`src/source/int_exec_pkg.sv`:
```
// ======================================
// Integer execution unit shared types
// ALU and opcode enums, decoded record,
// AXI4-Lite bundles and the address map
// ======================================

package int_exec_pkg;

  // ======================================
  // Bus and address map
  // ======================================
  localparam int AXIL_ADDR_W = 12;

  // Command register, write only
  localparam logic [AXIL_ADDR_W-1:0] ADDR_INSTR    = 12'h000;
  // Retired counter, read only
  localparam logic [AXIL_ADDR_W-1:0] ADDR_RETIRED  = 12'h004;
  // Register n at base plus 4n
  localparam logic [AXIL_ADDR_W-1:0] ADDR_REG_BASE = 12'h080;

  // ======================================
  // Enums
  // ======================================
  // ALU operations
  typedef enum logic [3:0] {
    ALU_ADD, ALU_SUB, ALU_SLT, ALU_AND, ALU_OR,
    ALU_XOR, ALU_NOR, ALU_SL, ALU_SR, ALU_LUI
  } alu_op_e;

  // Instruction opcodes, codes 21 and up are illegal
  typedef enum logic [5:0] {
    OP_ADD, OP_SUB, OP_SLT, OP_SLTU, OP_AND, OP_OR, OP_XOR,
    OP_NOR, OP_SLL, OP_SRL, OP_SRA, OP_ADDI, OP_SLTI, OP_SLTUI,
    OP_ANDI, OP_ORI, OP_XORI, OP_SLLI, OP_SRLI, OP_SRAI, OP_LUI
  } opcode_e;

  // AXI response codes
  typedef enum logic [1:0] {
    RESP_OKAY   = 2'b00,
    RESP_SLVERR = 2'b10
  } resp_e;

  // ======================================
  // Structs
  // ======================================
  // Decoder output record
  typedef struct packed {
    alu_op_e     alu_op;
    logic        unsigned_op;
    logic        use_imm;
    logic [31:0] imm32;
    logic [4:0]  rd;
    logic [4:0]  rj;
    logic [4:0]  rk;
    logic        illegal;
  } decoded_instr_t;

  // Master to slave
  typedef struct packed {
    logic [AXIL_ADDR_W-1:0] awaddr;
    logic                   awvalid;
    logic [31:0]            wdata;
    logic [3:0]             wstrb;
    logic                   wvalid;
    logic                   bready;
    logic [AXIL_ADDR_W-1:0] araddr;
    logic                   arvalid;
    logic                   rready;
  } axil_req_t;

  // Slave to master
  typedef struct packed {
    logic        awready;
    logic        wready;
    logic        bvalid;
    resp_e       bresp;
    logic        arready;
    logic        rvalid;
    logic [31:0] rdata;
    resp_e       rresp;
  } axil_rsp_t;

endpackage

```
`src/source/alu.sv`:
```
// ======================================
// Arithmetic-logic unit
// Pure combinational, one op per cycle
// ======================================

`timescale 1ns/1ns

module alu (
  input  logic [31:0]           a,
  input  logic [31:0]           b,
  input  int_exec_pkg::alu_op_e alu_op,
  input  logic                  unsigned_op,
  output logic [31:0]           c
);

  // Shift amount from the low bits of b
  logic [4:0] shamt;

  assign shamt = b[4:0];

  always_comb begin
    case (alu_op)
      int_exec_pkg::ALU_ADD : c = a + b;
      int_exec_pkg::ALU_SUB : c = a - b;
      int_exec_pkg::ALU_SLT : begin
        // Result is 0 or 1
        c = 32'd0;
        if (unsigned_op) begin
          c[0] = (a < b);
        end else begin
          c[0] = ($signed(a) < $signed(b));
        end
      end
      int_exec_pkg::ALU_AND : c = a & b;
      int_exec_pkg::ALU_OR  : c = a | b;
      int_exec_pkg::ALU_XOR : c = a ^ b;
      int_exec_pkg::ALU_NOR : c = ~(a | b);
      int_exec_pkg::ALU_SL  : c = a << shamt;
      int_exec_pkg::ALU_SR  : begin
        // Logical for SRL, sign fill for SRA
        if (unsigned_op) begin
          c = a >> shamt;
        end else begin
          c = $unsigned($signed(a) >>> shamt);
        end
      end
      // Upper immediate already placed by the decoder
      int_exec_pkg::ALU_LUI : c = b;
      default : c = 32'd0;
    endcase
  end

endmodule

```
`src/source/instr_decoder.sv`:
```
// ======================================
// Instruction decoder
// Opcode to ALU op, immediate extension,
// illegal opcode flag
// ======================================

`timescale 1ns/1ns

module instr_decoder (
  input  logic [31:0]                  instr,
  output int_exec_pkg::decoded_instr_t dec
);

  int_exec_pkg::opcode_e opcode;

  // Immediate forms
  logic [31:0] imm_sext12;
  logic [31:0] imm_zext12;
  logic [31:0] imm_shamt;
  logic [31:0] imm_upper;

  assign opcode = int_exec_pkg::opcode_e'(instr[31:26]);

  assign imm_sext12 = {{20{instr[21]}}, instr[21:10]};
  assign imm_zext12 = {20'd0, instr[21:10]};
  assign imm_shamt  = {27'd0, instr[14:10]};
  assign imm_upper  = {instr[25:10], 16'd0};

  always_comb begin
    // Register fields always come from fixed positions
    dec.rd          = instr[4:0];
    dec.rj          = instr[9:5];
    dec.rk          = instr[14:10];
    dec.alu_op      = int_exec_pkg::ALU_ADD;
    dec.unsigned_op = 1'b0;
    dec.use_imm     = 1'b0;
    dec.imm32       = 32'd0;
    dec.illegal     = 1'b0;

    case (opcode)
      // Three-register forms
      int_exec_pkg::OP_ADD  : dec.alu_op = int_exec_pkg::ALU_ADD;
      int_exec_pkg::OP_SUB  : dec.alu_op = int_exec_pkg::ALU_SUB;
      int_exec_pkg::OP_SLT  : dec.alu_op = int_exec_pkg::ALU_SLT;
      int_exec_pkg::OP_SLTU : begin
        dec.alu_op      = int_exec_pkg::ALU_SLT;
        dec.unsigned_op = 1'b1;
      end
      int_exec_pkg::OP_AND  : dec.alu_op = int_exec_pkg::ALU_AND;
      int_exec_pkg::OP_OR   : dec.alu_op = int_exec_pkg::ALU_OR;
      int_exec_pkg::OP_XOR  : dec.alu_op = int_exec_pkg::ALU_XOR;
      int_exec_pkg::OP_NOR  : dec.alu_op = int_exec_pkg::ALU_NOR;
      int_exec_pkg::OP_SLL  : dec.alu_op = int_exec_pkg::ALU_SL;
      int_exec_pkg::OP_SRL  : begin
        dec.alu_op      = int_exec_pkg::ALU_SR;
        dec.unsigned_op = 1'b1;
      end
      int_exec_pkg::OP_SRA  : dec.alu_op = int_exec_pkg::ALU_SR;
      // Immediate forms, sign extended
      int_exec_pkg::OP_ADDI, int_exec_pkg::OP_SLTI, int_exec_pkg::OP_SLTUI : begin
        dec.use_imm     = 1'b1;
        dec.imm32       = imm_sext12;
        dec.alu_op      = (opcode == int_exec_pkg::OP_ADDI) ? int_exec_pkg::ALU_ADD
                                                            : int_exec_pkg::ALU_SLT;
        dec.unsigned_op = (opcode == int_exec_pkg::OP_SLTUI);
      end
      // Logic immediates, zero extended
      int_exec_pkg::OP_ANDI, int_exec_pkg::OP_ORI, int_exec_pkg::OP_XORI : begin
        dec.use_imm = 1'b1;
        dec.imm32   = imm_zext12;
        dec.alu_op  = (opcode == int_exec_pkg::OP_ANDI) ? int_exec_pkg::ALU_AND :
                      (opcode == int_exec_pkg::OP_ORI)  ? int_exec_pkg::ALU_OR
                                                        : int_exec_pkg::ALU_XOR;
      end
      // Shift amount in the rk field
      int_exec_pkg::OP_SLLI, int_exec_pkg::OP_SRLI, int_exec_pkg::OP_SRAI : begin
        dec.use_imm     = 1'b1;
        dec.imm32       = imm_shamt;
        dec.alu_op      = (opcode == int_exec_pkg::OP_SLLI) ? int_exec_pkg::ALU_SL
                                                            : int_exec_pkg::ALU_SR;
        dec.unsigned_op = (opcode == int_exec_pkg::OP_SRLI);
      end
      int_exec_pkg::OP_LUI  : begin
        dec.use_imm = 1'b1;
        dec.imm32   = imm_upper;
        dec.alu_op  = int_exec_pkg::ALU_LUI;
      end
      default : dec.illegal = 1'b1;
    endcase
  end

endmodule

```
`src/source/reg_file.sv`:
```
// ======================================
// 32 x 32 register file
// Zero register, two operand reads,
// host read, one write port
// ======================================

`timescale 1ns/1ns

module reg_file (
  input  logic        clk,
  input  logic        arst_n,
  input  logic [4:0]  rj_addr,
  input  logic [4:0]  rk_addr,
  input  logic [4:0]  host_addr,
  input  logic        we,
  input  logic [4:0]  wd_addr,
  input  logic [31:0] wd_data,
  output logic [31:0] rj_data,
  output logic [31:0] rk_data,
  output logic [31:0] host_data
);

  logic [31:0] regs [32];

  // All entries start at zero and r0 is never written
  always_ff @(posedge clk or negedge arst_n) begin
    if (!arst_n) begin
      for (int i = 0; i < 32; i++) begin
        regs[i] <= 32'd0;
      end
    end else if (we && (wd_addr != 5'd0)) begin
      regs[wd_addr] <= wd_data;
    end
  end

  // Combinational reads
  assign rj_data   = regs[rj_addr];
  assign rk_data   = regs[rk_addr];
  assign host_data = regs[host_addr];

endmodule

```
`src/source/exec_pipe.sv`:
```
// ======================================
// Two-stage execute pipe
// Operand latch, then ALU and write-back
// Counts retired instructions
// ======================================

`timescale 1ns/1ns

module exec_pipe #(
  parameter int RETIRED_W = 32
) (
  input  logic                         clk,
  input  logic                         arst_n,
  input  logic                         issue_valid,
  input  int_exec_pkg::decoded_instr_t dec,
  input  logic [31:0]                  rj_data,
  input  logic [31:0]                  rk_data,
  output logic                         busy,
  output logic                         we,
  output logic [4:0]                   wd_addr,
  output logic [31:0]                  wd_data,
  output logic [RETIRED_W-1:0]         retired
);

  // ======================================
  // Stage one, operand latch
  // ======================================
  logic                  s1_valid;
  logic [31:0]           s1_a;
  logic [31:0]           s1_b;
  logic [4:0]            s1_rd;
  int_exec_pkg::alu_op_e s1_alu_op;
  logic                  s1_unsigned;

  // Valid bit only, one instruction in flight at most
  always_ff @(posedge clk or negedge arst_n) begin
    if (!arst_n) begin
      s1_valid <= 1'b0;
    end else begin
      s1_valid <= issue_valid;
    end
  end

  // Operand b is immediate or rk
  always_ff @(posedge clk) begin
    if (issue_valid) begin
      s1_a        <= rj_data;
      s1_b        <= dec.use_imm ? dec.imm32 : rk_data;
      s1_rd       <= dec.rd;
      s1_alu_op   <= dec.alu_op;
      s1_unsigned <= dec.unsigned_op;
    end
  end

  // ======================================
  // Stage two, execute and write-back
  // ======================================
  alu u_alu (
    .a           (s1_a),
    .b           (s1_b),
    .alu_op      (s1_alu_op),
    .unsigned_op (s1_unsigned),
    .c           (wd_data)
  );

  // Register file writes at the end of this cycle
  assign we      = s1_valid;
  assign wd_addr = s1_rd;
  // Stalls the bus slave for the write-back cycle
  assign busy    = s1_valid;

  always_ff @(posedge clk or negedge arst_n) begin
    if (!arst_n) begin
      retired <= '0;
    end else if (s1_valid) begin
      retired <= retired + 1'b1;
    end
  end

endmodule

```
`src/source/axi_lite_slave_port.sv`:
```
// ======================================
// AXI4-Lite slave port
// Instruction writes to the command reg,
// register file and counter reads
// ======================================

`timescale 1ns/1ns

module axi_lite_slave_port #(
  parameter int RETIRED_W = 32
) (
  input  logic                        clk,
  input  logic                        arst_n,
  input  int_exec_pkg::axil_req_t     req,
  output int_exec_pkg::axil_rsp_t     rsp,
  input  logic                        illegal,
  input  logic                        busy,
  output logic                        issue_valid,
  output logic [31:0]                 instr,
  output logic [4:0]                  host_addr,
  input  logic [31:0]                 host_data,
  input  logic [RETIRED_W-1:0]        retired
);

  // Handshake qualifiers
  logic wr_accept;
  logic rd_accept;
  logic wr_to_instr;

  // Read address decode
  logic [int_exec_pkg::AXIL_ADDR_W-1:0] reg_off;
  logic rd_is_reg;
  logic rd_is_retired;

  // Response holding registers
  logic                bvalid_q;
  int_exec_pkg::resp_e bresp_q;
  logic                rvalid_q;
  logic [31:0]         rdata_q;
  int_exec_pkg::resp_e rresp_q;

  // ======================================
  // Write channel
  // ======================================
  // AW and W taken together unless B is pending or the pipe is busy
  assign wr_accept   = req.awvalid && req.wvalid && !bvalid_q && !busy;
  assign wr_to_instr = (req.awaddr == int_exec_pkg::ADDR_INSTR);

  // Word goes straight to the decoder
  assign instr = req.wdata;

  // One-cycle issue in the accept cycle
  assign issue_valid = wr_accept && wr_to_instr && !illegal;

  always_ff @(posedge clk or negedge arst_n) begin
    if (!arst_n) begin
      bvalid_q <= 1'b0;
    end else if (wr_accept) begin
      bvalid_q <= 1'b1;
    end else if (req.bready) begin
      // Held until the master takes it
      bvalid_q <= 1'b0;
    end
  end

  // Response code captured with the write
  always_ff @(posedge clk) begin
    if (wr_accept) begin
      bresp_q <= (wr_to_instr && !illegal) ? int_exec_pkg::RESP_OKAY
                                           : int_exec_pkg::RESP_SLVERR;
    end
  end

  // ======================================
  // Read channel
  // ======================================
  assign rd_accept = req.arvalid && !rvalid_q && !busy;

  // Offset into the register window
  assign reg_off       = req.araddr - int_exec_pkg::ADDR_REG_BASE;
  assign rd_is_retired = (req.araddr == int_exec_pkg::ADDR_RETIRED);
  // 32 aligned words from the base up
  assign rd_is_reg     = (reg_off[11:7] == 5'd0) && (reg_off[1:0] == 2'b00);

  // Word index for the host read port
  assign host_addr = reg_off[6:2];

  always_ff @(posedge clk or negedge arst_n) begin
    if (!arst_n) begin
      rvalid_q <= 1'b0;
    end else if (rd_accept) begin
      rvalid_q <= 1'b1;
    end else if (req.rready) begin
      rvalid_q <= 1'b0;
    end
  end

  // Read data picked at accept and held while rvalid is high
  always_ff @(posedge clk) begin
    if (rd_accept) begin
      if (rd_is_retired) begin
        rdata_q <= 32'(retired);
        rresp_q <= int_exec_pkg::RESP_OKAY;
      end else if (rd_is_reg) begin
        rdata_q <= host_data;
        rresp_q <= int_exec_pkg::RESP_OKAY;
      end else begin
        // Unmapped address
        rdata_q <= 32'd0;
        rresp_q <= int_exec_pkg::RESP_SLVERR;
      end
    end
  end

  // ======================================
  // Response bundle
  // ======================================
  always_comb begin
    rsp.awready = wr_accept;
    rsp.wready  = wr_accept;
    rsp.bvalid  = bvalid_q;
    rsp.bresp   = bresp_q;
    rsp.arready = rd_accept;
    rsp.rvalid  = rvalid_q;
    rsp.rdata   = rdata_q;
    rsp.rresp   = rresp_q;
  end

endmodule

```
`src/source/int_exec_unit.sv`:
```
// ======================================
// Integer execution unit top level
// AXI4-Lite slave, decoder, register
// file and execute pipe
// ======================================

`timescale 1ns/1ns

module int_exec_unit #(
  parameter int RETIRED_W = 32
) (
  input  logic                    clk,
  input  logic                    arst_n,
  input  int_exec_pkg::axil_req_t axil_req,
  output int_exec_pkg::axil_rsp_t axil_rsp
);

  // Issue path
  logic                         issue_valid;
  logic [31:0]                  instr;
  int_exec_pkg::decoded_instr_t dec;
  logic                         busy;

  // Register file ports
  logic [31:0]          rj_data;
  logic [31:0]          rk_data;
  logic [4:0]           host_addr;
  logic [31:0]          host_data;
  logic                 we;
  logic [4:0]           wd_addr;
  logic [31:0]          wd_data;
  logic [RETIRED_W-1:0] retired;

  axi_lite_slave_port #(
    .RETIRED_W (RETIRED_W)
  ) u_axil (
    .clk         (clk),
    .arst_n      (arst_n),
    .req         (axil_req),
    .rsp         (axil_rsp),
    .illegal     (dec.illegal),
    .busy        (busy),
    .issue_valid (issue_valid),
    .instr       (instr),
    .host_addr   (host_addr),
    .host_data   (host_data),
    .retired     (retired)
  );

  instr_decoder u_dec (
    .instr (instr),
    .dec   (dec)
  );

  // Operand reads addressed by the decoded fields
  reg_file u_rf (
    .clk       (clk),
    .arst_n    (arst_n),
    .rj_addr   (dec.rj),
    .rk_addr   (dec.rk),
    .host_addr (host_addr),
    .we        (we),
    .wd_addr   (wd_addr),
    .wd_data   (wd_data),
    .rj_data   (rj_data),
    .rk_data   (rk_data),
    .host_data (host_data)
  );

  exec_pipe #(
    .RETIRED_W (RETIRED_W)
  ) u_pipe (
    .clk         (clk),
    .arst_n      (arst_n),
    .issue_valid (issue_valid),
    .dec         (dec),
    .rj_data     (rj_data),
    .rk_data     (rk_data),
    .busy        (busy),
    .we          (we),
    .wd_addr     (wd_addr),
    .wd_data     (wd_data),
    .retired     (retired)
  );

endmodule

```
`config.mk`:
```
export PLATFORM = sky130hd
export DESIGN_NAME = int_exec_unit
export DESIGN_NICKNAME = d
export VERILOG_FILES = /design/src/source/int_exec_pkg.sv /design/src/source/alu.sv /design/src/source/instr_decoder.sv /design/src/source/reg_file.sv /design/src/source/exec_pipe.sv /design/src/source/axi_lite_slave_port.sv /design/src/source/int_exec_unit.sv
export SDC_FILE = /design/constraint.sdc
export NUM_CORES = 2
export LEC_CHECK = 0
export BUFFER_PORTS_ARGS = -buffer_cell sky130_fd_sc_hd__buf_2
export CAP_MARGIN = 15
export CORE_AREA = 3 3 532 534
export DETAILED_ROUTE_END_ITERATION = 10
export DIE_AREA = 0 0 535 537
export GPL_TIMING_DRIVEN = 0
export PLACE_DENSITY = 0.52
export RECOVER_POWER = 100
export SKIP_LAST_GASP = 1
export SYNTH_ARGS = -nofsm -noshare
export SYNTH_HDL_FRONTEND = slang
export SYNTH_HIERARCHICAL = 1
export SYNTH_SLANG_ARGS = --single-unit
```
`constraint.sdc`:
```
create_clock -name clk -period 6.4 [get_ports clk]
set_input_delay 1.28 -clock clk [delete_from_list [all_inputs] [get_ports clk]]
set_output_delay 1.28 -clock clk [all_outputs]
set_load 0.01 [all_outputs]
```
==> results.cfg <==
[route]
wl_mm = 397.5
via_per_inst = 5.991
ant_nets = 0
first_pass_iters = 8
drt_iter0_drc = 9456
vias = 70138
drc = 0
wire_per_inst_um = 33.96

[clock_network]
cts_root_buf = clkbuf_16
cts_tree = done
cts_buffers = 145
cts_resized = 10
h-tree-depth = 4
cts.sinks = 1167
clkTransAtPathRegs_ps = 50
cts_max_path_buffers = 3
clock_latency_ps = 830
cts_hold_buffers = 0
cts_setup_buffers = 0

[critical_path]
r2r_setup_slack_ps = 40
r2r-start = u_pipe/s1_b[1]$_DFFE_PP_
worstSetupStartpoint = u_pipe/s1_b[1]$_DFFE_PP_
endpoint_kind = flop
required_ps = 7130
criticalPathCategory = reg -> reg
critical_path_peak_fanout = 12
cp-start-kind = flop
cp.arrival_ps = 7090

[grt]
grt_max_degree = 157
grt-ovfl-total = 0
grt_pass1_vias = 67709
antenna_found_initial = 29
grtUsageTotal_pct = 26.59
grt_pass1_wl_mm = 543.2

[final_layout]
utilization_pct = 32.65
layout-drive-gt1-share_pct = 22.49
nets = 8016
area_growth_pct = 12.79
design_area_sq_um = 91060
fill_cells = 28364
stdcell_count = 11707

[floorplanning]
die_area_sq_um = 287300
rows = 194
fp.dieH_um = 537
fp.coreArea_sq_um = 278900
die_w_um = 535
ioPinCount = 108
start_util_pct = 28.95

[sta]
relSlewSlack_pct = -174.1
finalCritPeriodShare_pct = 99.32
worst_slew_pin_slew_ps = 4112
hold_slack_ps = 389.4
setup_ws_ps = 43.21
clock_skew_ps = 47.94
finalHoldViolations = 0
max_freq_ghz = 0.1573
rsz0062_at_grt = no
setup_violations = 0
period_minus_slack_ps = 6357
fin_setup_tns_ps = 0
slew_viol_final = 636

[job]
max-cap-violations = 9

[logic_synthesis]
seq_area_frac_synth_pct = 36.84
synthDistinctLibCells = 111
synthTopCellsByArea = dfrtp_1 (33%), mux2i_1 (20%), mux2_2 (14%)
syn_area_sq_um = 80740
synth-edff-count = 108
synth-simple-area-share_pct = 7.683
synth_xor_area_share_pct = 0.4122
synth_ff_type = dfrtp_1
synthMuxAreaShare_pct = 35.23
async_reset_ff_share_pct = 90.75
yosysTopAreaCellShare_pct = 32.82
synth_top_area_cell = dfrtp_1
synthCells = 7596
synth_compound_area_share_pct = 12.44
yosys.area_share.adder_pct = 1.568
synth_top_family_by_area = multiplexers
syn_area_per_cell_sq_um = 10.63
yosysWarnings = 6
ys_seq_elements = 1167

[placement]
dp_cells = 11422
dpl_worst_slack_ps = -773.1
dp_hpwl_mm = 300.4
place.port_buffers = 68
gp_congestion = 1.052
placed_cell_area_sq_um = 86380

[status]
violations = max-capacitance violations, max-slew violations
outcome = finished, violations left

[power]
clkPwrFrac_pct = 46.8
power.total_mw = 18.27
p_leak_nw = 42.34
worst_ir_drop_vdd_v = 0.0001715
p_seq_share_pct = 41.1
p_sw_mw = 5.151
internal_power_mw = 13.12
p_sw_share_pct = 28.19
comb_power_share_pct = 12.1
p_per_area_nw_per_um2 = 200.7

[worst_hold_path]
hold_path.class = in -> async
==> kinds of logic (layout without fill, tap and decap cells) <==
group                    Yosys count  after routing
AND/OR/NAND/NOR                 1276           1276
flip-flops                      1167           1167
multiplexers                    2656           2656
other                              1             20
AO/OA/AOI/OAI                   1447           1447
XOR/XNOR                          38             38
buffers and inverters            911           1279
adder cells (fa/ha/maj)          100            100
==> worst max-delay path: stages, from the launching register on <==
cell	delay, ps
edfxtp_1	510
buf_2	280
inv_1	480
clkbuf_2	420
clkbuf_2	440
ha_1	370
nor2_1	180
o221ai_1	280
a211oi_2	420
a2111oi_2	140
or3_4	460
a41o_4	310
o21ai_2	240
a221oi_1	150
o221ai_2	500
clkbuf_1	760
mux2_2	300
==> cells in the mapped netlist, types with 16 or more instances <==
library cell	n
mux2i_1	1576
dfrtp_1	1059
mux2_2	994
nand2_1	436
a21oi_1	432
clkbuf_1	355
nand3_1	326
a22oi_1	298
a22o_1	195
nor2_1	190
buf_2	171
buf_4	165
nor3_1	129
edfxtp_1	108
a31oi_1	107
inv_1	105
ha_1	98
o21ai_0	81
buf_6	60
buf_1	47
mux4_2	45
mux2_1	41
a21o_1	37
a32oi_1	33
nor2b_1	29
a211oi_1	27
o211ai_1	27
xor2_1	23
a221o_1	22
nand2b_1	21
nor3b_1	19
a221oi_1	16
nor2_4	16
==> path summary, 6_finish.rpt <==
kind                                             endpoint  cells past startpoint
setup reg to reg               u_rf/regs[155]$_DFFE_PN0P_                     16
max in group asynchronous      u_rf/regs[581]$_DFFE_PN0P_                      3
hold / removal                 u_rf/regs[574]$_DFFE_PN0P_                      1
setup / recovery               u_rf/regs[155]$_DFFE_PN0P_                     16
min in group clk           u_pipe/retired[31]$_DFFE_PN0P_                      1
hold reg to reg            u_pipe/retired[31]$_DFFE_PN0P_                      1
==> placed cells by master (no fill, tap or decap), types with 16 or more instances in the layout <==
master,Yosys,routed
mux2i_1,1576,1576
dfrtp_1,1059,1059
mux2_2,994,994
clkbuf_1,355,449
nand2_1,436,436
a21oi_1,432,432
nand3_1,326,327
a22oi_1,298,298
a22o_1,195,195
nor2_1,190,190
buf_2,171,186
buf_4,165,154
clkbuf_16,0,150
nor3_1,129,127
edfxtp_1,108,108
a31oi_1,107,107
inv_1,105,105
ha_1,98,98
o21ai_0,81,85
buf_6,60,62
mux4_2,45,45
buf_1,47,43
mux2_1,41,41
a21o_1,37,37
a32oi_1,33,33
clkbuf_8,0,29
nor2b_1,29,29
a211oi_1,27,27
o211ai_1,27,27
xor2_1,23,23
clkinv_2,0,22
a221o_1,22,22
nand2b_1,21,21
nor4_1,14,20
nor3b_1,19,19
diode_2,0,18
a221oi_1,16,17
nor2_4,16,16
==> metal layers <==
layer	part of all wire (%)	up-vias	wire, um	track usage (%)
li1	-	28850	-	-
met1	40	36090	159400	34.25
met2	43	4231	170900	39.95
met3	11	963	43670	8.191
met4	5.9	4	23550	13.73
met5	0.0063	-	25	0
==> flip-flops by register name, summed over array words and instances (netlist names) <==
name / flops
u_pipe/s1_alu_op: 4
u_axil/rvalid_q: 1
u_rf/regs: 1024
u_pipe/retired: 32
u_pipe/s1_unsigned: 1
u_axil/rdata_q: 32
u_pipe/busy: 1
u_pipe/s1_b: 32
u_axil/rresp_q: 1
u_pipe/s1_a: 32
u_axil/bresp_q: 1
u_pipe/wd_addr: 5
u_axil/bvalid_q: 1
==> power by group through the flow <==
stage          registers (mW)  logic, mW  clock network, mW
4_1_cts                  7.51       2.14               8.68
3_5_place_dp             7.64       2.13                  0
6_report                 7.51       2.21               8.55
3_3_place_gp             7.65       2.09                  0
2_1_floorplan            7.65       1.04                  0
5_1_grt                  7.50       2.24               8.99
==> final cells by class <==
cell class / count / area (sq um) / area share [%]
Tap cell: 3724 / 4659 / 5.117
Clock inverter: 49 / 585.6 / 0.6430
Timing Repair Buffer: 107 / 814.5 / 0.8945
Antenna cell: 18 / 45.04 / 0.04946
Sequential cell: 1167 / 29740 / 32.66
Inverter: 113 / 427.9 / 0.4699
Multi-Input combinational cell: 5519 / 46270 / 50.81
Clock buffer: 214 / 4284 / 4.704
Buffer: 796 / 4232 / 4.647
Note: power is estimated with default switching activity, not from simulation.
